==> src/rtl/cpu_params.svh <==
`ifndef CPU_PARAMS_SVH
`define CPU_PARAMS_SVH

// datapath width in bits
`define DATA_W 64

// register count with the last one reading as zero
`define REG_COUNT 32

// data memory in doublewords
`define DMEM_DEPTH 64

// index width for address bits 8..3
`define DMEM_AW 6

`endif

==> src/rtl/regFile.sv <==
`timescale 1ns/100ps
`include "cpu_params.svh"

module regFile (
    input  logic               clk,
    input  logic               rstN,
    input  logic [4:0]         rdAddrA,
    input  logic [4:0]         rdAddrB,
    input  logic [4:0]         wrAddr,
    input  logic               wrEn,
    input  logic [`DATA_W-1:0] wrData,
    output logic [`DATA_W-1:0] rdDataA,
    output logic [`DATA_W-1:0] rdDataB
);

    localparam logic [4:0] zeroReg = 5'(`REG_COUNT - 1);

    logic [`DATA_W-1:0] regs [`REG_COUNT];

    always_ff @(posedge clk or negedge rstN) begin
        if (!rstN) begin
            for (int i = 0; i < `REG_COUNT; i++) begin
                regs[i] <= '0;
            end
        end else if (wrEn && (wrAddr != zeroReg)) begin
            regs[wrAddr] <= wrData;
        end
    end

    // xzr reads zero
    assign rdDataA = (rdAddrA == zeroReg) ? '0 : regs[rdAddrA];
    assign rdDataB = (rdAddrB == zeroReg) ? '0 : regs[rdAddrB];

endmodule

==> config.mk <==
export PLATFORM = sky130hd
export DESIGN_NAME = regFile
export DESIGN_NICKNAME = d
export VERILOG_FILES = /design/src/rtl/regFile.sv
export VERILOG_INCLUDE_DIRS = /design/src /design/src/rtl
export SDC_FILE = /design/constraint.sdc
export NUM_CORES = 2
export LEC_CHECK = 0
export ABC_CLOCK_PERIOD_IN_PS = 4830
export BUFFER_PORTS_ARGS = -buffer_cell sky130_fd_sc_hd__buf_2
export CORE_ASPECT_RATIO = 1.1
export CORE_MARGIN = 5
export CORE_UTILIZATION = 50
export DETAILED_ROUTE_END_ITERATION = 7
export MAX_ROUTING_LAYER = met4
export PLACE_DENSITY = 0.66
export SYNTH_ARGS = -nofsm -noshare
export SYNTH_HDL_FRONTEND = slang
export SYNTH_SLANG_ARGS = --single-unit
==> constraint.sdc <==
create_clock -name clk -period 4.83 [get_ports clk]
set_input_delay 0.966 -clock clk [delete_from_list [all_inputs] [get_ports clk]]
set_output_delay 0.966 -clock clk [all_outputs]
set_load 0.02 [all_outputs]
==> After elaboration in Yosys (flattened, before gate mapping) <==
Cells that the tools add are included.
{ "totals": {"inputBits": 82, "elab_cells": 55, "ff_bits": 2048, "out_inout_bits": 128} }
{ "op_classes": {"muxes": 11, "n_reduce_logical": 2, "magnitude_cmp": 4, "n_eq_ne": 3, "bitwise_logic": 3} }
{ "op_table": {"columns": ["op", "count"], "rows": [
  ["$bwmux 2048", 1],
  ["$bmux 64 s5", 2],
  ["$mux 64", 7],
  ["$demux 64 s5", 1],
  ["$ge 6x6->1 const B", 3],
  ["$not 5->6", 3],
  ["$eq 5x5->1 const B", 2],
  ["$lt 6x1->1 const B", 1],
  ["$ne 5x5->1 const B", 1],
  ["$logic_and 1x1->1", 2]
]} }

==> Longest topological paths before layout <==
{ "depth": {"depth_word": 6, "depth_mapped": 9, "ltp_nobuf": 4} }

==> Worst setup path after synthesis <==
Ideal clock, no wire load.
{ "synth_timing": {"path_type": "input-to-output", "start": "input port rdAddrA[0]", "end": "output port rdDataA[15]", "t_required_ns": 3.864, "n_path_buf": 5, "cell_stages": 9, "arrival_ns": 2.622, "setup_slack_ns": 1.242, "path_cell_list": "buf_4 buf_6 buf_8 inv_1 buf_2 buf_2 a2bb2oi_1 a211oi_1 a211oi_1"} }
{ "synth_via": {"elab_chain_cells": 5, "word_cells_on_any_way": 6, "cone_classes": "1 x eq/ne; 4 x mux; 1 x bitwise"} }
{ "synth_rtl": {"columns": ["item", "line", "rtl"], "rows": [
  ["from (decl)", "regFile.sv:7", "input logic [4:0] rdAddrA,"],
  ["$not 5->6 (implied by the code)", "regFile.sv:31", "assign rdDataA = (rdAddrA == zeroReg) ? '0 : regs[rdAddrA];"],
  ["$bmux 64 s5", "regFile.sv:31", null],
  ["$mux 64 (implied by the code) (2 in series)", "regFile.sv:31", null],
  ["$mux 64 (*)", "regFile.sv:31", null],
  ["to (decl)", "regFile.sv:12", "output logic [`DATA_W-1:0] rdDataA,"]
]} }
Every way passes the cells marked *; elsewhere a longest branch is shown, timed or not. The select of a mux whose other input is x is not followed.

==> Final worst setup path <==
{ "layout_timing": {"start": "input port rdAddrB[0]", "end": "output port rdDataB[52]"} }
{ "layout_via": {"elab_chain_cells": 5, "word_cells_on_any_way": 6, "cone_classes": "1 x eq/ne; 4 x mux; 1 x bitwise"} }
{ "layout_rtl": {"columns": ["item", "line", "rtl"], "rows": [
  ["from (decl)", "regFile.sv:8", "input logic [4:0] rdAddrB,"],
  ["$not 5->6 (implied by the code)", "regFile.sv:32", "assign rdDataB = (rdAddrB == zeroReg) ? '0 : regs[rdAddrB];"],
  ["$bmux 64 s5", "regFile.sv:32", null],
  ["$mux 64 (implied by the code) (2 in series)", "regFile.sv:32", null],
  ["$mux 64 (*)", "regFile.sv:32", null],
  ["to (decl)", "regFile.sv:13", "output logic [`DATA_W-1:0] rdDataB"]
]} }
Marks and branches as above.

==> flow_summary_export.csv <==
group,metric,value,unit
placed_design,dp_hpwl,211000,um
synthesis,ys_seq_area_share,46.5,%
power,p_seq_share,45.4,%
cells_and_area,finish.utilization,55.9,%
cells_and_area,largestRegisters,"regs (2048)",
synthesis,async_reset_ff_share,100,%
placed_design,port_buffers,209,
detailed_routing,via_per_inst,6.76,
global_route,grt_usage,31.5,%
worst_setup_path,worstSetupPathType,"in2out",
global_route,antenna_found_initial,12,
clocking,path_clk_slew,0.06,ns
synthesis,synth_area,0.110,mm^2
sta,worstMarginPinSlew,1.14,ns
detailed_routing,drc,0,
synthesis,ys.flop_type,"dfrtp_1",
cells_and_area,syn_to_final_growth,11.2,%
min_path,hold_path_class,"reg2reg",
sta,period_minus_slack,4.52,ns
power,internal_power,36300,uW
synthesis,synth.distinct_cells,45,
cells_and_area,drive_gt1_share,46.9,%
synthesis,yosys_warnings,0,
sta,drv_slew,0,
clocking,cts_setup_buffers,0,
global_route,grt_pass1_vias,76177,
power,clkPwrFrac,34.2,%
power,swShare,27.8,%
power,irDropWorstVdd,437,uV
detailed_routing,via_count,72274,
cells_and_area,nFillCells,17620,
synthesis,ys_ff_latch,2048,
power,p_per_area,410,mW/mm^2
clocking,htree_num_levels,4,
die,core_area,0.219,mm^2
worst_setup_path,crit_path_start_kind,"primary input",
synthesis,syn_avg_cell_area,14.4,um^2
synthesis,synth-edff-count,0,
clocking,numCtsBuffers,218,
sta,rsz0062_at_grt,"false",
sta,finalSetupViolCount,0,
power,combinationalPowerShare,20.3,%
worst_setup_path,crit_arrival,3.56,ns
clocking,clock-root-buffer,"clkbuf_16",
sta,hold_violations,0,
power,power,50300,uW
job,cap_viol_max_count,0,
clocking,cts_sinks,2048,
detailed_routing,dr.pass1.iters,5,
detailed_routing,post_drt_wl_per_cell,33.1,um
die,start_util,50.3,%
sta,fin_worst_skew,0,ns
global_route,grt_max_degree,169,
synthesis,synth_nets,7746,
die,die_area,0.230,mm^2
sta,finalCritPeriodShare,93.6,%
cells_and_area,nNetsFinal,7683,
clocking,clk_path_buf_depth,3,
global_route,grt_first_pass_wirelength,526000,um
sta,timing.fmax,0.221,GHz
die,die_x,457,um
power,p_sw,14000,uW
worst_setup_path,required,3.86,ns
global_route,grt_overflow_total,0,
sta,fin_tns_setup,0,ns
run_status,status,"finished clean",
sta,whs,0.400,ns
worst_setup_path,cp-end-kind,"output port",
clocking,cts_resized,0,
cells_and_area,max_flop_register,"regs",
synthesis,synthCells,7664,
die,rows,180,
detailed_routing,first_iter_violations,6701,
cells_and_area,largest_register_ffs,2048,
detailed_routing,drtAntennaViolNets,0,
worst_setup_path,crit_path_max_fanout,25,
die,die_h,502,um
sta,slew_headroom,24.0,%
clocking,tritoncts,"done",
power,power_leakage,0.0544,uW
placed_design,place_congestion,0.842,
detailed_routing,wl,354000,um
die,top_level_ports,210,
clocking,clk_latency,0.86,ns
## area by class of cell
cell class	instances	area, um^2	area share [%]
Sequential cell	2048	51200	41.8
Tap cell	2912	3640	2.97
Timing Repair Buffer	603	5770	4.71
Inverter	5	31.3	0.0255
Multi-Input combinational cell	4725	54400	44.4
Antenna cell	10	25.0	0.0204
Clock buffer	337	6640	5.42
Clock inverter	59	693	0.566
## through the flow
step	cells	area (um^2)	setup WS, ns
2_1_floorplan	7664	110000	1.24
3_3_place_gp	10292	115000	0.340
3_5_place_dp	10292	115000	0.316
4_1_cts	10689	122000	0.310
5_1_grt	10695	122000	0.336
6_report	10699	122000	0.308
## power by group through the flow
stage	Clock (uW)	Sequential [uW]	Combinational, uW
3_3_place_gp	0	22700	9940
6_report	17200	22800	10200
4_1_cts	17400	22700	10200
3_5_place_dp	0	23000	10200
2_1_floorplan	0	22200	7740
5_1_grt	18100	23200	11000
## cell families (layout without fill, tap and decap cells)
group	count (synthesis)	after routing	synth area share, %
flops	2048	2048	46.5
mux	3517	3517	41.7
buf+inv	891	1004	4.22
compound gates	892	892	5.95
other cells	0	10	0
simple gates	316	316	1.62
## worst paths after layout
kind / slack (ns) / startpoint / depth (start not counted) / endpoint
max reg2reg: 4.00 / regs[719] / 1 / regs[719]
max in group asynchronous: 2.70 / rstN / 4 / regs[990]
max: 0.31 / rdAddrB[0] / 8 / rdDataB[52]
min: 0.40 / regs[25] / 0 / regs[25]
min in group asynchronous: 0.66 / rstN / 2 / regs[1203]
min reg2reg: 0.40 / regs[25] / 0 / regs[25]
## cells in the mapped netlist, types with 2 or more instances
master	number	area share, %
a211oi_1	311	2.1
a211oi_2	2	0.023
a21oi_1	187	0.85
a221oi_1	9	0.072
a2bb2oi_1	122	0.97
and2_1	124	0.70
and3_1	4	0.023
buf_1	21	0.072
buf_12	2	0.036
buf_2	296	1.3
buf_4	71	0.48
buf_6	74	0.76
buf_8	6	0.082
clkbuf_1	413	1.4
clkbuf_4	2	0.014
dfrtp_1	2048	47
inv_1	2	0.0068
inv_2	3	0.010
mux2_1	117	1.2
mux2_2	1994	20
mux2i_1	763	6.9
mux4_2	643	13
nand2_1	140	0.48
nand3_1	7	0.032
nand3b_1	3	0.020
nand3b_2	3	0.031
nor2_2	4	0.023
nor2_4	10	0.10
nor2_8	4	0.073
nor2b_1	5	0.028
nor3b_2	4	0.045
o2111a_1	2	0.020
o21ai_0	6	0.027
o221ai_1	189	1.5
o22ai_1	63	0.36
## critical path: stages
cell and delay, ns:
buf_8 0.38, buf_4 0.25, nor2_4 0.06, buf_4 0.28, a21oi_1 0.21, a211oi_1 0.12
a211oi_1 0.87, buf_2 0.32
## routing by layer
layer	track usage (%)	wire length [um]
met5	-	0
met4	12.4	16100
met3	4.63	23400
met2	50.0	170000
met1	41.4	145000
## cells in the final DEF, fill, tap and decap left out, types with 187 or more instances in the layout
cell and instances:
dfrtp_1 2048, mux2_2 1994, mux2i_1 763, mux4_2 643, a211oi_1 311, buf_4 262, clkbuf_16 220, buf_2 198
o221ai_1 189, a21oi_1 187
## repair_timing
item / CTS / global route
hold endpoints to repair: 1 / 0
setup endpoints to repair: 0 / 0
hold buffers: 1 / 0
(Power assumes the default switching activity.)
