### src/rtl/cpu_params.svh
`ifndef CPU_PARAMS_SVH
`define CPU_PARAMS_SVH

// datapath width in bits
`define DATA_W 64

// register count with the last one reading as zero
`define REG_COUNT 32

// data memory in doublewords
`define DMEM_DEPTH 64

// index width for address bits 8..3
`define DMEM_AW 6

`endif

### src/rtl/isaPkg.sv
package isaPkg;

    // top 11 bits with '?' as don't-care bits for casez
    typedef enum logic [10:0] {
        opB    = 11'b000101?????,
        opBl   = 11'b100101?????,
        opBlt  = 11'b01010100???,
        opCbz  = 11'b10110100???,
        opBr   = 11'b11010110000,
        opAddi = 11'b10010001000,
        opAdds = 11'b10101011000,
        opSubs = 11'b11101011000,
        opLdur = 11'b11111000010,
        opStur = 11'b11111000000
    } opcodeT;

    localparam int opPos    = 21;  // opcode lsb
    localparam int rdPos    = 0;   // Rd / Rt
    localparam int rnPos    = 5;
    localparam int rmPos    = 16;

    localparam int imm12Pos = 10;  // ADDI
    localparam int imm9Pos  = 12;  // LDUR / STUR
    localparam int imm19Pos = 5;   // CBZ / B.cond
    localparam int imm26Pos = 0;   // B / BL

    localparam int condPos  = 0;   // B.cond condition field

    localparam logic [3:0] condLt = 4'b1011;

    localparam logic [4:0] linkReg = 5'd30;

endpackage

### src/rtl/ctrlPkg.sv
package ctrlPkg;

    // ALU function select
    typedef enum logic [2:0] {
        aluPassB = 3'b000,
        aluAdd   = 3'b010,
        aluSub   = 3'b011
    } aluOpT;

    // second ALU operand
    typedef enum logic [1:0] {
        srcReg   = 2'b00,
        srcImm12 = 2'b01,  // zero-extended
        srcImm9  = 2'b10   // sign-extended
    } aluSrcT;

    // register write-back value
    typedef enum logic [1:0] {
        wbAlu  = 2'b00,
        wbMem  = 2'b01,
        wbLink = 2'b10     // pc + 4
    } wbSrcT;

    // next pc choice made in the decoder
    typedef enum logic [1:0] {
        pcSeq = 2'b00,
        pcRel = 2'b01,
        pcReg = 2'b10
    } nextPcT;

endpackage

### src/rtl/ctrlIf.sv
`timescale 1ns/100ps

interface ctrlIf;

    ctrlPkg::aluOpT  aluOp;
    ctrlPkg::aluSrcT aluSrc;
    ctrlPkg::wbSrcT  wbSrc;
    ctrlPkg::nextPcT nextPc;
    logic            uncondBr;   // imm26 rather than imm19
    logic            reg2Loc;    // port B reads Rm
    logic            regWrite;
    logic            linkWrite;  // write to x30
    logic            memWrite;
    logic            setFlags;

    modport decoder (
        output aluOp, aluSrc, wbSrc, nextPc, uncondBr,
        output reg2Loc, regWrite, linkWrite, memWrite, setFlags
    );

    modport datapath (
        input aluOp, aluSrc, wbSrc, nextPc, uncondBr,
        input reg2Loc, regWrite, linkWrite, memWrite, setFlags
    );

endinterface

### src/rtl/controlDecode.sv
`timescale 1ns/100ps

module controlDecode (
    input  logic [31:0] instruction,
    input  logic        flagN,
    input  logic        flagV,
    input  logic        aluZero,
    ctrlIf.decoder      ctl
);

    logic [10:0] opcode;
    logic        ltTaken;

    assign opcode  = instruction[isaPkg::opPos +: 11];
    assign ltTaken = (instruction[isaPkg::condPos +: 4] == isaPkg::condLt) &&
                     (flagN != flagV);

    // unknown opcodes stay a no-op
    always_comb begin
        ctl.aluOp     = ctrlPkg::aluPassB;
        ctl.aluSrc    = ctrlPkg::srcReg;
        ctl.wbSrc     = ctrlPkg::wbAlu;
        ctl.uncondBr  = 1'b0;
        ctl.reg2Loc   = 1'b0;
        ctl.regWrite  = 1'b0;
        ctl.linkWrite = 1'b0;
        ctl.memWrite  = 1'b0;
        ctl.setFlags  = 1'b0;
        casez (opcode)
            isaPkg::opB: begin
                ctl.uncondBr = 1'b1;
            end
            isaPkg::opBl: begin
                ctl.uncondBr  = 1'b1;
                ctl.regWrite  = 1'b1;
                ctl.linkWrite = 1'b1;
                ctl.wbSrc     = ctrlPkg::wbLink;
            end
            isaPkg::opCbz: begin
                ctl.aluOp = ctrlPkg::aluPassB;  // Rt through the ALU for zero
            end
            isaPkg::opAddi: begin
                ctl.aluOp    = ctrlPkg::aluAdd;
                ctl.aluSrc   = ctrlPkg::srcImm12;
                ctl.regWrite = 1'b1;
            end
            isaPkg::opAdds, isaPkg::opSubs: begin
                ctl.aluOp    = (opcode == isaPkg::opSubs) ? ctrlPkg::aluSub
                                                          : ctrlPkg::aluAdd;
                ctl.reg2Loc  = 1'b1;
                ctl.regWrite = 1'b1;
                ctl.setFlags = 1'b1;
            end
            isaPkg::opLdur: begin
                ctl.aluOp    = ctrlPkg::aluAdd;
                ctl.aluSrc   = ctrlPkg::srcImm9;
                ctl.wbSrc    = ctrlPkg::wbMem;
                ctl.regWrite = 1'b1;
            end
            isaPkg::opStur: begin
                ctl.aluOp    = ctrlPkg::aluAdd;
                ctl.aluSrc   = ctrlPkg::srcImm9;
                ctl.memWrite = 1'b1;
            end
            default: begin
            end
        endcase
    end

    // branch resolution from flags and ALU zero
    always_comb begin
        ctl.nextPc = ctrlPkg::pcSeq;
        casez (opcode)
            isaPkg::opB, isaPkg::opBl: ctl.nextPc = ctrlPkg::pcRel;
            isaPkg::opCbz: begin
                if (aluZero) begin
                    ctl.nextPc = ctrlPkg::pcRel;
                end
            end
            isaPkg::opBlt: begin
                if (ltTaken) begin
                    ctl.nextPc = ctrlPkg::pcRel;
                end
            end
            isaPkg::opBr: ctl.nextPc = ctrlPkg::pcReg;
            default: begin
            end
        endcase
    end

endmodule

### src/flat_wrapper.sv
// flat-port wrapper written by rule: the top's interface ports become plain ports
module controlDecode_flat 
  (instruction, flagN, flagV, aluZero, ctl_aluOp, ctl_aluSrc, ctl_wbSrc, ctl_nextPc, ctl_uncondBr, ctl_reg2Loc, ctl_regWrite, ctl_linkWrite, ctl_memWrite, ctl_setFlags);
  ctrlIf ctl_i ();
  input  logic [31:0] instruction;
  input  logic flagN;
  input  logic flagV;
  input  logic aluZero;
  output wire logic [$bits(ctl_i.aluOp)-1:0] ctl_aluOp;
  output wire logic [$bits(ctl_i.aluSrc)-1:0] ctl_aluSrc;
  output wire logic [$bits(ctl_i.wbSrc)-1:0] ctl_wbSrc;
  output wire logic [$bits(ctl_i.nextPc)-1:0] ctl_nextPc;
  output wire logic [$bits(ctl_i.uncondBr)-1:0] ctl_uncondBr;
  output wire logic [$bits(ctl_i.reg2Loc)-1:0] ctl_reg2Loc;
  output wire logic [$bits(ctl_i.regWrite)-1:0] ctl_regWrite;
  output wire logic [$bits(ctl_i.linkWrite)-1:0] ctl_linkWrite;
  output wire logic [$bits(ctl_i.memWrite)-1:0] ctl_memWrite;
  output wire logic [$bits(ctl_i.setFlags)-1:0] ctl_setFlags;
  assign ctl_aluOp = ctl_i.aluOp;
  assign ctl_aluSrc = ctl_i.aluSrc;
  assign ctl_wbSrc = ctl_i.wbSrc;
  assign ctl_nextPc = ctl_i.nextPc;
  assign ctl_uncondBr = ctl_i.uncondBr;
  assign ctl_reg2Loc = ctl_i.reg2Loc;
  assign ctl_regWrite = ctl_i.regWrite;
  assign ctl_linkWrite = ctl_i.linkWrite;
  assign ctl_memWrite = ctl_i.memWrite;
  assign ctl_setFlags = ctl_i.setFlags;
  controlDecode u_core (.instruction(instruction), .flagN(flagN), .flagV(flagV), .aluZero(aluZero), .ctl(ctl_i));
endmodule
### config.mk
export PLATFORM = sky130hd
export DESIGN_NAME = controlDecode_flat
export DESIGN_NICKNAME = d
export VERILOG_FILES = /design/src/rtl/cpu_params.svh /design/src/rtl/isaPkg.sv /design/src/rtl/ctrlPkg.sv /design/src/rtl/ctrlIf.sv /design/src/rtl/controlDecode.sv /design/src/flat_wrapper.sv
export SDC_FILE = /design/constraint.sdc
export NUM_CORES = 1
export LEC_CHECK = 0
export BUFFER_PORTS_ARGS = -buffer_cell sky130_fd_sc_hd__buf_2
export CAP_MARGIN = 25
export CORE_AREA = 3 3 40 42
export DETAILED_ROUTE_END_ITERATION = 8
export DIE_AREA = 0 0 43 45
export PLACE_DENSITY = 0.77
export SYNTH_ARGS = -nofsm -noshare
export SYNTH_HDL_FRONTEND = slang
export SYNTH_SLANG_ARGS = --single-unit
### constraint.sdc
create_clock -name vclk -period 1.2
set_clock_uncertainty 0.1 [all_clocks]
set_input_delay 0.12 -clock vclk [all_inputs]
set_output_delay 0.12 -clock vclk [all_outputs]
set_load 0.02 [all_outputs]
Word level (Yosys, flattened, before mapping)
Cells that the tools add are included.
{"block": "word_totals", "register_bits": 0, "in_bits": 35, "output_inout_bits": 15}
{"block": "op_classes", "n_eq_ne": 12, "n_mux": 12, "n_reduce_logical": 6}
{"cell": "11-bit equality test (second input constant)", "count": 6}
{"cell": "8-bit by 7-bit equality test with 1-bit output (second input constant)", "count": 1}
{"cell": "8-bit equality test (second input constant)", "count": 1}
{"cell": "1-bit 2-to-1 mux", "count": 8}
{"cell": "2-bit one-hot mux with 2 select lines", "count": 2}
{"cell": "2-bit one-hot mux with 4 select lines", "count": 1}
{"cell": "6-bit by 3-bit equality test with 1-bit output (second input constant)", "count": 1}
{"cell": "6-bit equality test (second input constant)", "count": 1}
{"cell": "3-bit one-hot mux with 2 select lines", "count": 1}
{"cell": "2-bit OR reduction", "count": 3}
{"cell": "5-bit OR reduction", "count": 1}
{"cell": "4-bit equality test (second input constant)", "count": 1}
{"cell": "3-bit OR reduction", "count": 1}
{"cell": "1-bit logical AND", "count": 1}
{"cell": "1-bit inequality test", "count": 1}

Longest topological paths before layout
Gate-level depths: netlist of the first run.
{"block": "logic_depth", "word_depth": 4, "depth_mapped": 4, "depth_no_buf": 4}

Worst setup path after synthesis of the first run
OpenSTA, ideal clock, no wires.
{"block": "synth_path", "kind": "input-to-output", "startpoint": "in instruction[28]", "endpoint": "out ctl_regWrite", "arrival_time_ns": 1.561, "required_ns": 0.980, "path_slack_ns": -0.581, "stages": 4, "n_path_buf": 0, "cell_sequence": "nor2b_1 > nor3b_1 > and2_1 > or3b_1"}
{"block": "synth_via", "elab_chain_len": 3}
{"element": "start: declaration", "line": "flat_wrapper.sv:5", "source": "input logic [31:0] instruction;"}
{"element": "11-bit equality test / 6-bit equality test (equally long branches)", "line": "controlDecode.sv:29", "source": "casez (opcode)"}
{"element": "5-bit OR reduction (no line) (*)"}
{"element": "1-bit 2-to-1 mux (*)", "line": "controlDecode.sv:29"}
{"element": "end: declaration", "line": "flat_wrapper.sv:15", "source": "output wire logic [$bits(ctl_i.regWrite)-1:0] ctl_regWrite;"}
Every way passes the cells marked *; elsewhere a longest branch is shown, timed or not.

Worst setup path in the final report of the first run
{"block": "layout_path", "startpoint": "in instruction[24]", "endpoint": "out ctl_memWrite"}
{"block": "layout_via", "elab_chain_len": 2}
{"element": "11-bit equality test", "line": "controlDecode.sv:29"}
{"element": "1-bit 2-to-1 mux", "line": "controlDecode.sv:29"}
{"element": "end: declaration", "line": "flat_wrapper.sv:17", "source": "output wire logic [$bits(ctl_i.memWrite)-1:0] ctl_memWrite;"}
Every way passes these cells.

==> out/results.tsv, run 1 <==
stage	metric	value	unit
timing	fin_tns_setup	-3.308	ns
min_path	hold_path_class	in2out	
power_and_ir_drop	finalPower	178.9	uW
timing	report.final.hold_viol_count	0	
status	status	finished, violations left	
layout	n_sequential_cell	0	
global_route	grt_max_degree	5	
setup_path	crit_fanout	3	
timing	rsz0062_at_grt	yes	
power_and_ir_drop	power_leakage	0.4389	nW
setup_path	start_kind	primary input	
setup_path	cp.depth	5	
yosys	syn_area	249.0	um2
die	coreArea	1285	um2
yosys	avgSynthCellArea	7.114	um2
detailed_routing	wl	1329	um
timing	fin_crit_sh	133.7	%
power_and_ir_drop	peakVddDrop	0.1134	mV
job	max-cap-violations	0	
placement	port_buffers	32	
detailed_routing	route.detailed.drc	0	
placement	dp.final_hpwl	997.3	um
yosys	yosys.area.top_type	and2_1	
timing	setup_viol	12	
detailed_routing	via_per_inst	4.581	
timing	post-route-min-period	1.605	ns
power_and_ir_drop	powerDensity	203.4	nW/um2
timing	fmax	623.2	MHz
yosys	netlist_instances	35	
global_route	grt_usage	14.51	%
setup_path	cp_num_buf_inv	2	
setup_path	crit_type	in2out	
yosys	synthTopCellsByCount	and2_1 (3), nor2_1 (3)	
detailed_routing	drt_first_pass_iters	2	
layout	num_antenna_cells	0	
global_route	grt_pass1_wl	2228	um
timing	setup_ws	-0.4046	ns
die	boundaryPins	50	
setup_path	max_stage_delay	0.56	ns
layout	syn_to_final_growth	253.3	%
placement	dp.cells	99	
layout	clock_buffers	0	
yosys	yosysTopAreaCellShare	7.538	%
setup_path	crit_slowest_cell	or4_4	
detailed_routing	wl_per_cell	12.66	um
min_path	hold_path_depth	3	
global_route	antenna_found_initial	0	
status	violations	setup timing	
die	rows	13	
die	dieArea	1935	um2
layout	drive_gt1_share	86.67	%
layout	final_cells	105	
yosys	ys_seq_area_share	0	%
layout	regArea	0	um2
placement	place_congestion	0.7179	
placement	place_area	626.9	um2
setup_path	cp.arrival	1.38	ns
global_route	grt_pass1_vias	491	
yosys	ys_warn_count	0	
clocking	holdBufCountCts	0	
timing	maxSlewViolCount	0	
setup_path	critPathTopFamily	simple AND/OR/NAND/NOR gates	
global_route	grt-ovfl-total	0	
die	die_h	45	um
detailed_routing	drt_iter0_drc	1	
detailed_routing	vias	481	
die	dieWidth	43	um
die	start_util	19.38	%
yosys	ys_types	26	
setup_path	crit_chain	buf_6 > or4_4 > or3_4 > nor2_4 > buf_6	
yosys	synth_nets	70	
setup_path	crit_required	0.98	ns
detailed_routing	postRouteAntennaNets	0	
layout	design_area	879.6	um2
setup_path	path_common_cell	buf_6	
yosys	synth.top_cells.by_area	and2_1 (7.5%), or3b_1 (7.0%), a21o_1 (6.0%), buf_4 (6.0%), nand4b_2 (6.0%)	
setup_path	worst_setup_path_end_kind	output port	
layout	layout.nets	127	
==> logic make-up (layout without fill, tap and decap cells) <==
family / count (synthesis) / after routing / synth area share [%]
XOR/XNOR: 1 / 1 / 3.518
other: 1 / 1 / 1.506
buffers and inverters: 3 / 58 / 7.534
AND/OR/NAND/NOR: 27 / 27 / 79.40
AO/OA/AOI/OAI: 3 / 3 / 8.037
==> worst paths after layout <==
path	slack, ns	from	endpoint
worst max-delay path	-0.40	instruction[24]	ctl_memWrite
worst min-delay path	0.46	instruction[31]	ctl_wbSrc[1]
==> where the power goes <==
| part | switching (mW) | leakage [nW] | internal [mW] |
|---|---|---|---|
| combinational | 0.0677 | 0.439 | 0.111 |
| clock | 0 | 0 | 0 |
| sequential | 0 | 0 | 0 |
| total | 0.0677 | 0.439 | 0.111 |
==> metal layers <==
metal | wire (um) | track usage (%) | up-vias
li1 | - | - | 240
met1 | 480 | 17.62 | 224
met2 | 775 | 29.64 | 17
met3 | 72 | 0.7968 | 0
met4 | 0 | 0 | 0
met5 | 0 | 0 | -
==> placed cells by master, fill, tap and decap left out <==
cell type  synthesis  layout
buf_8              0       2
nor3b_4            0       1
or4_1              1       1
nand4_1            1       1
buf_6              0      25
or4b_4             0       1
and2_4             0       3
xnor2_1            1       1
nor4b_4            0       1
o21ai_1            1       1
buf_4              2      19
buf_2              0      11
a21o_1             2       2
or3_4              1       1
nor3b_2            0       1
or3b_4             0       2
or4_4              1       1
inv_4              0       1
nand3_1            1       1
nor2_4             0       3
nor2b_4            0       1
nor2_1             3       1
nor3_1             1       1
nand2_4            0       2
nor4_4             0       1
nand2b_4           0       1
nand4b_1           1       1
nand4b_4           0       1
nand3b_1           1       1
conb_1             1       1
==> area by class of cell <==
class | count | area [um2]
multi-input cells | 32 | 345.3
inverters | 1 | 6.256
well taps | 15 | 18.77
repair buffers | 57 | 509.2
fillers | 101 | 405.4
==> stage by stage <==
stage | utilization, % | worst slack [ns] | hold WS [ns]
2_1_floorplan | - | -0.3772 | 0.1724
3_3_place_gp | 48.78 | -0.4698 | 0.5307
3_5_place_dp | 48.78 | -0.4959 | 0.5355
4_1_cts | 64.56 | -0.4112 | 0.4973
5_1_grt | 68.45 | -0.4519 | 0.4814
6_report | 68.45 | -0.4046 | 0.4622
==> what timing repair did <==
item | in CTS | in global routing
gates resized for setup | 46 | 10
gates cloned | 0 | 0
endpoints found under the hold margin | 0 | 0
setup endpoints to repair | 14 | 14
setup buffers | 5 | 3
pin swaps | 14 | 6
Power figures use the tool's default switching activity.
==> run 2, diff against run 1 <==
--- a/config.mk
+++ b/config.mk
@@ -10,6 +10,7 @@
 export CORE_AREA = 3 3 40 42
 export DETAILED_ROUTE_END_ITERATION = 8
 export DIE_AREA = 0 0 43 45
+export GPL_TIMING_DRIVEN = 0
 export PLACE_DENSITY = 0.77
 export SYNTH_ARGS = -nofsm -noshare
 export SYNTH_HDL_FRONTEND = slang
==> constraint.sdc (replaced) <==
create_clock -name vclk -period 1.44
set_clock_uncertainty 0.1 [all_clocks]
set_input_delay 0.144 -clock vclk [all_inputs]
set_output_delay 0.144 -clock vclk [all_outputs]
set_load 0.02 [all_outputs]
==> out/results.tsv, run 2 (same netlist as run 1, synthesis figures left out) <==
stage	metric	value	unit
die	dieArea	1935	um2
setup_path	worst_setup_path_end_kind	output port	
layout	layout_common_cells	buf_2 (16), buf_6 (13), buf_4 (11)	
layout	n_sequential_cell	0	
timing	report.final.hold_viol_count	0	
global_route	antenna_found_initial	0	
detailed_routing	drt_iter0_drc	3	
global_route	grt-ovfl-total	0	
detailed_routing	wl	1046	um
detailed_routing	vias	415	
detailed_routing	postRouteAntennaNets	0	
timing	fmax	597.4	MHz
die	rows	13	
layout	design_area	644.4	um2
detailed_routing	wl_per_cell	11.89	um
timing	setup_viol	8	
placement	place_area	475.5	um2
die	die_h	45	um
layout	layout.nets	110	
placement	port_buffers	32	
status	status	finished, violations left	
power_and_ir_drop	p_sw_share	45.31	%
setup_path	start_kind	primary input	
die	start_util	19.38	%
timing	post-route-min-period	1.674	ns
detailed_routing	via_per_inst	4.716	
detailed_routing	drt_first_pass_iters	2	
setup_path	crit_required	1.20	ns
power_and_ir_drop	power.internal	52.94	uW
setup_path	crit_fanout	3	
layout	drive_gt1_share	76.71	%
timing	maxSlewViolCount	0	
timing	fin_tns_setup	-0.9750	ns
clocking	holdBufCountCts	0	
power_and_ir_drop	seqPwrFrac	0	%
power_and_ir_drop	p_comb_share	100.0	%
power_and_ir_drop	power_leakage	0.3204	nW
layout	num_antenna_cells	0	
timing	fin_crit_sh	116.2	%
min_path	hold_path_class	in2out	
die	coreArea	1285	um2
status	violations	setup timing	
placement	dp.final_hpwl	834.9	um
global_route	grt_usage	10.61	%
layout	final_common_cell	buf_2	
power_and_ir_drop	powerDensity	150.2	nW/um2
power_and_ir_drop	clockPowerShare	0	%
power_and_ir_drop	peakVddDrop	0.09985	mV
setup_path	cp.arrival	1.43	ns
timing	timing.hold.ws	0.4787	ns
job	max-cap-violations	0	
global_route	grt_pass1_vias	400	
timing	rsz0062_at_grt	yes	
die	dieWidth	43	um
layout	regArea	0	um2
die	boundaryPins	50	
detailed_routing	route.detailed.drc	0	
layout	syn_to_final_growth	158.8	%
power_and_ir_drop	netSwitchingPower	43.86	uW
timing	setup_ws	-0.2338	ns
placement	place_congestion	0.8187	
setup_path	crit_type	in2out	
layout	clock_buffers	0	
global_route	grt_pass1_wl	1683	um
global_route	grt_max_degree	8	
[run 2: cell count changes in the layout (fill, tap and decap cells not counted), moves of 2 or more]
| cell | before | now |
|---|---|---|
| buf_6 | 25 | 13 |
| buf_4 | 19 | 11 |
| buf_2 | 11 | 16 |
| and2_1 | 0 | 2 |
| and2_4 | 3 | 1 |
| buf_8 | 2 | 0 |
[run 2: final timing paths]
| kind | slack (ns) | to | startpoint | cells after the start |
|---|---|---|---|---|
| setup / recovery | -0.23 | ctl_memWrite | instruction[24] | 5 |
| hold / removal | 0.48 | ctl_memWrite | instruction[22] | 3 |
[run 2: final cells by class]
type,count,area [um2]
fill,124,640.6
multi-input combinational,32,310.3
inverter,1,6.256
timing repair buffer,38,294.0
tap,15,18.77
buffer,2,15.01
[run 2: worst max-delay path: stages]
cell and delay [ns]:
buf_6 0.09, or4_4 0.56, or3_4 0.40, nor2_4 0.12
buf_6 0.12
[run 2: what timing repair did]
| action | in CTS | in global routing |
|---|---|---|
| pin swaps | 8 | 7 |
| setup endpoints to repair | 11 | 10 |
| gates resized for setup | 20 | 12 |
| setup buffers | 3 | 4 |
[run 2: power groups by stage]
stage	Sequential [mW]	Clock, mW	Combinational, mW
2_1_floorplan	0	0	0.0284
3_3_place_gp	0	0	0.0680
3_5_place_dp	0	0	0.0703
4_1_cts	0	0	0.0854
5_1_grt	0	0	0.105
6_report	0	0	0.0968
[run 2: metal layers]
metal	GRT usage [%]	share of wire [%]	up-vias	wire (um)
met5	0	0	-	0
met3	0.7968	11	0	113
met2	20.06	51	26	537
met4	0	0	0	0
met1	14.05	38	186	394
li1	-	-	203	-
[run 2: metrics by stage]
step | cells | power (mW) | worst slack, ns | utilization, %
after floorplan | 35 | 0.02842 | -0.1954 | -
after global placement | 82 | 0.06798 | -0.2900 | 37.00
after detailed placement | 82 | 0.07026 | -0.3018 | 37.00
after CTS | 85 | 0.08535 | -0.2310 | 44.60
after global routing | 88 | 0.1052 | -0.2541 | 50.15
final | 88 | 0.09680 | -0.2338 | 50.15
==> run 3, diff against run 2 <==
--- a/config.mk
+++ b/config.mk
@@ -11,7 +11,7 @@
 export DETAILED_ROUTE_END_ITERATION = 8
 export DIE_AREA = 0 0 43 45
 export GPL_TIMING_DRIVEN = 0
-export PLACE_DENSITY = 0.77
+export PLACE_DENSITY = 0.75
 export SYNTH_ARGS = -nofsm -noshare
 export SYNTH_HDL_FRONTEND = slang
 export SYNTH_SLANG_ARGS = --single-unit
==> constraint.sdc (replaced) <==
create_clock -name vclk -period 1.9
set_clock_uncertainty 0.1 [all_clocks]
set_input_delay 0.19 -clock vclk [all_inputs]
set_output_delay 0.19 -clock vclk [all_outputs]
set_load 0.02 [all_outputs]
==> out/results.tsv, run 3 (same netlist as run 1, synthesis figures left out) <==
stage	metric	value	unit
setup_path	crit_required	1.61	ns
clocking	holdBufCountCts	0	
die	rows	13	
detailed_routing	drt_iter0_drc	7	
global_route	top_usage_layer	met2	
power_and_ir_drop	powerDensity	114.7	nW/um2
timing	maxSlewViolCount	0	
layout	regArea	0	um2
clocking	cts_setup_buffers	0	
timing	rsz0062_at_grt	no	
setup_path	start_kind	primary input	
timing	fmax	562.3	MHz
layout	layout.nets	104	
job	max-cap-violations	0	
global_route	grt_usage	7.794	%
detailed_routing	route.detailed.drc	0	
timing	setup_viol	0	
detailed_routing	wl_per_cell	10.48	um
power_and_ir_drop	netSwitchingPower	25.05	uW
setup_path	crit_fanout	3	
power_and_ir_drop	seqPwrFrac	0	%
global_route	grt_pass1_vias	294	
setup_path	max_stage_delay	0.55	ns
die	dieArea	1935	um2
die	start_util	19.38	%
setup_path	crit_slowest_cell	or4_4	
power_and_ir_drop	power_leakage	0.2519	nW
timing	report.final.hold_viol_count	0	
power_and_ir_drop	peakVddDrop	0.05827	mV
setup_path	cp.arrival	1.49	ns
min_path	hold_path_class	in2out	
global_route	grt_util_met1	10.95	%
detailed_routing	postRouteAntennaNets	0	
global_route	grt_pass1_wl	1221	um
layout	clock_buffers	0	
layout	nFillCells	156	
layout	final_common_cell	buf_2	
global_route	grt_max_degree	8	
power_and_ir_drop	clockPowerShare	0	%
timing	post-route-min-period	1.779	ns
setup_path	crit_type	in2out	
die	die_h	45	um
placement	port_buffers	32	
min_path	worstHoldStart	instruction[22]	
power_and_ir_drop	p_comb_share	100.0	%
status	status	finished, final reports clean	
die	coreArea	1285	um2
die	boundaryPins	50	
setup_path	crit_chain	buf_2 > or4_4 > or3_4 > nor2_2 > buf_2	
min_path	hold_end	ctl_memWrite	
min_path	hold_path_depth	3	
die	dieWidth	43	um
placement	place_area	432.9	um2
global_route	grt-ovfl-total	0	
layout	num_antenna_cells	0	
global_route	antenna_found_initial	0	
placement	place_congestion	0.8139	
layout	design_area	432.9	um2
detailed_routing	wl	859	um
power_and_ir_drop	power.internal	24.60	uW
detailed_routing	drt_first_pass_iters	4	
detailed_routing	via_per_inst	4.549	
global_route	use_met2	13.17	%
power_and_ir_drop	p_sw_share	50.46	%
placement	dp.final_hpwl	795	um
setup_path	path_common_cell	buf_2	
global_route	grt_util_met3	1.594	%
timing	fin_tns_setup	0	ns
layout	drive_gt1_share	59.70	%
setup_path	worst_setup_path_end_kind	output port	
clocking	cts_resized	0	
layout	syn_to_final_growth	73.87	%
detailed_routing	vias	373	
layout	layout_common_cells	buf_2 (32), and2_1 (3), nor2_1 (3)	
layout	n_sequential_cell	0	
timing	fin_crit_sh	93.61	%
[run 3: cell count changes in the layout (fill, tap and decap cells not counted), sizes merged]
cell | before | now
buf | 40 | 34
[run 3: final cells by class]
| cell class | count | area [um2] | area share, % |
|---|---|---|---|
| Multi-Input combinational cell | 32 | 235.2 | 54.34 |
| Timing Repair Buffer | 32 | 160.2 | 36.99 |
| Tap cell | 15 | 18.77 | 4.335 |
| Buffer | 2 | 15.01 | 3.468 |
| Inverter | 1 | 3.754 | 0.8671 |
[run 3: worst max-delay path: cells and delay by family]
| family | cells | cell delay (ns) |
|---|---|---|
| and+or+nand+nor | 3 | 1.03 |
| buffers and inverters | 2 | 0.26 |
[run 3: how the worst max path moves through the flow]
stage                    start           end  depth (start not counted)
2_1_floorplan  instruction[21]  ctl_regWrite                          3
3_3_place_gp   instruction[21]  ctl_memWrite                          5
3_5_place_dp   instruction[21]  ctl_memWrite                          5
4_1_cts        instruction[21]  ctl_memWrite                          5
5_1_grt        instruction[21]  ctl_memWrite                          5
6_report       instruction[21]  ctl_memWrite                          5
[run 3: power by group through the flow]
stage	clock (mW)	combinational (mW)	sequential, mW
floorplan	0	0.0195	0
global placement	0	0.0484	0
detailed placement	0	0.0497	0
CTS	0	0.0499	0
global route	0	0.0545	0
finish	0	0.0496	0
[run 3: per-stage QoR]
stage | power, mW | utilization, % | setup slack, ns | std cells | hold WS (ns)
floorplan | 0.01950 | - | 0.04502 | 35 | 0.3276
global route | 0.05453 | 33.69 | 0.07837 | 82 | 0.6096
global placement | 0.04836 | 33.69 | 0.1387 | 82 | 0.5755
detailed placement | 0.04972 | 33.69 | 0.1180 | 82 | 0.5798
finish | 0.04965 | 33.69 | 0.1215 | 82 | 0.5794
CTS | 0.04991 | 33.69 | 0.1176 | 82 | 0.5814
[run 3: per-layer routing]
metal / up-vias / share of wire, %
met5: - / 0
met4: 0 / 0
met3: 0 / 18
met2: 28 / 39
met1: 150 / 43
li1: 195 / -
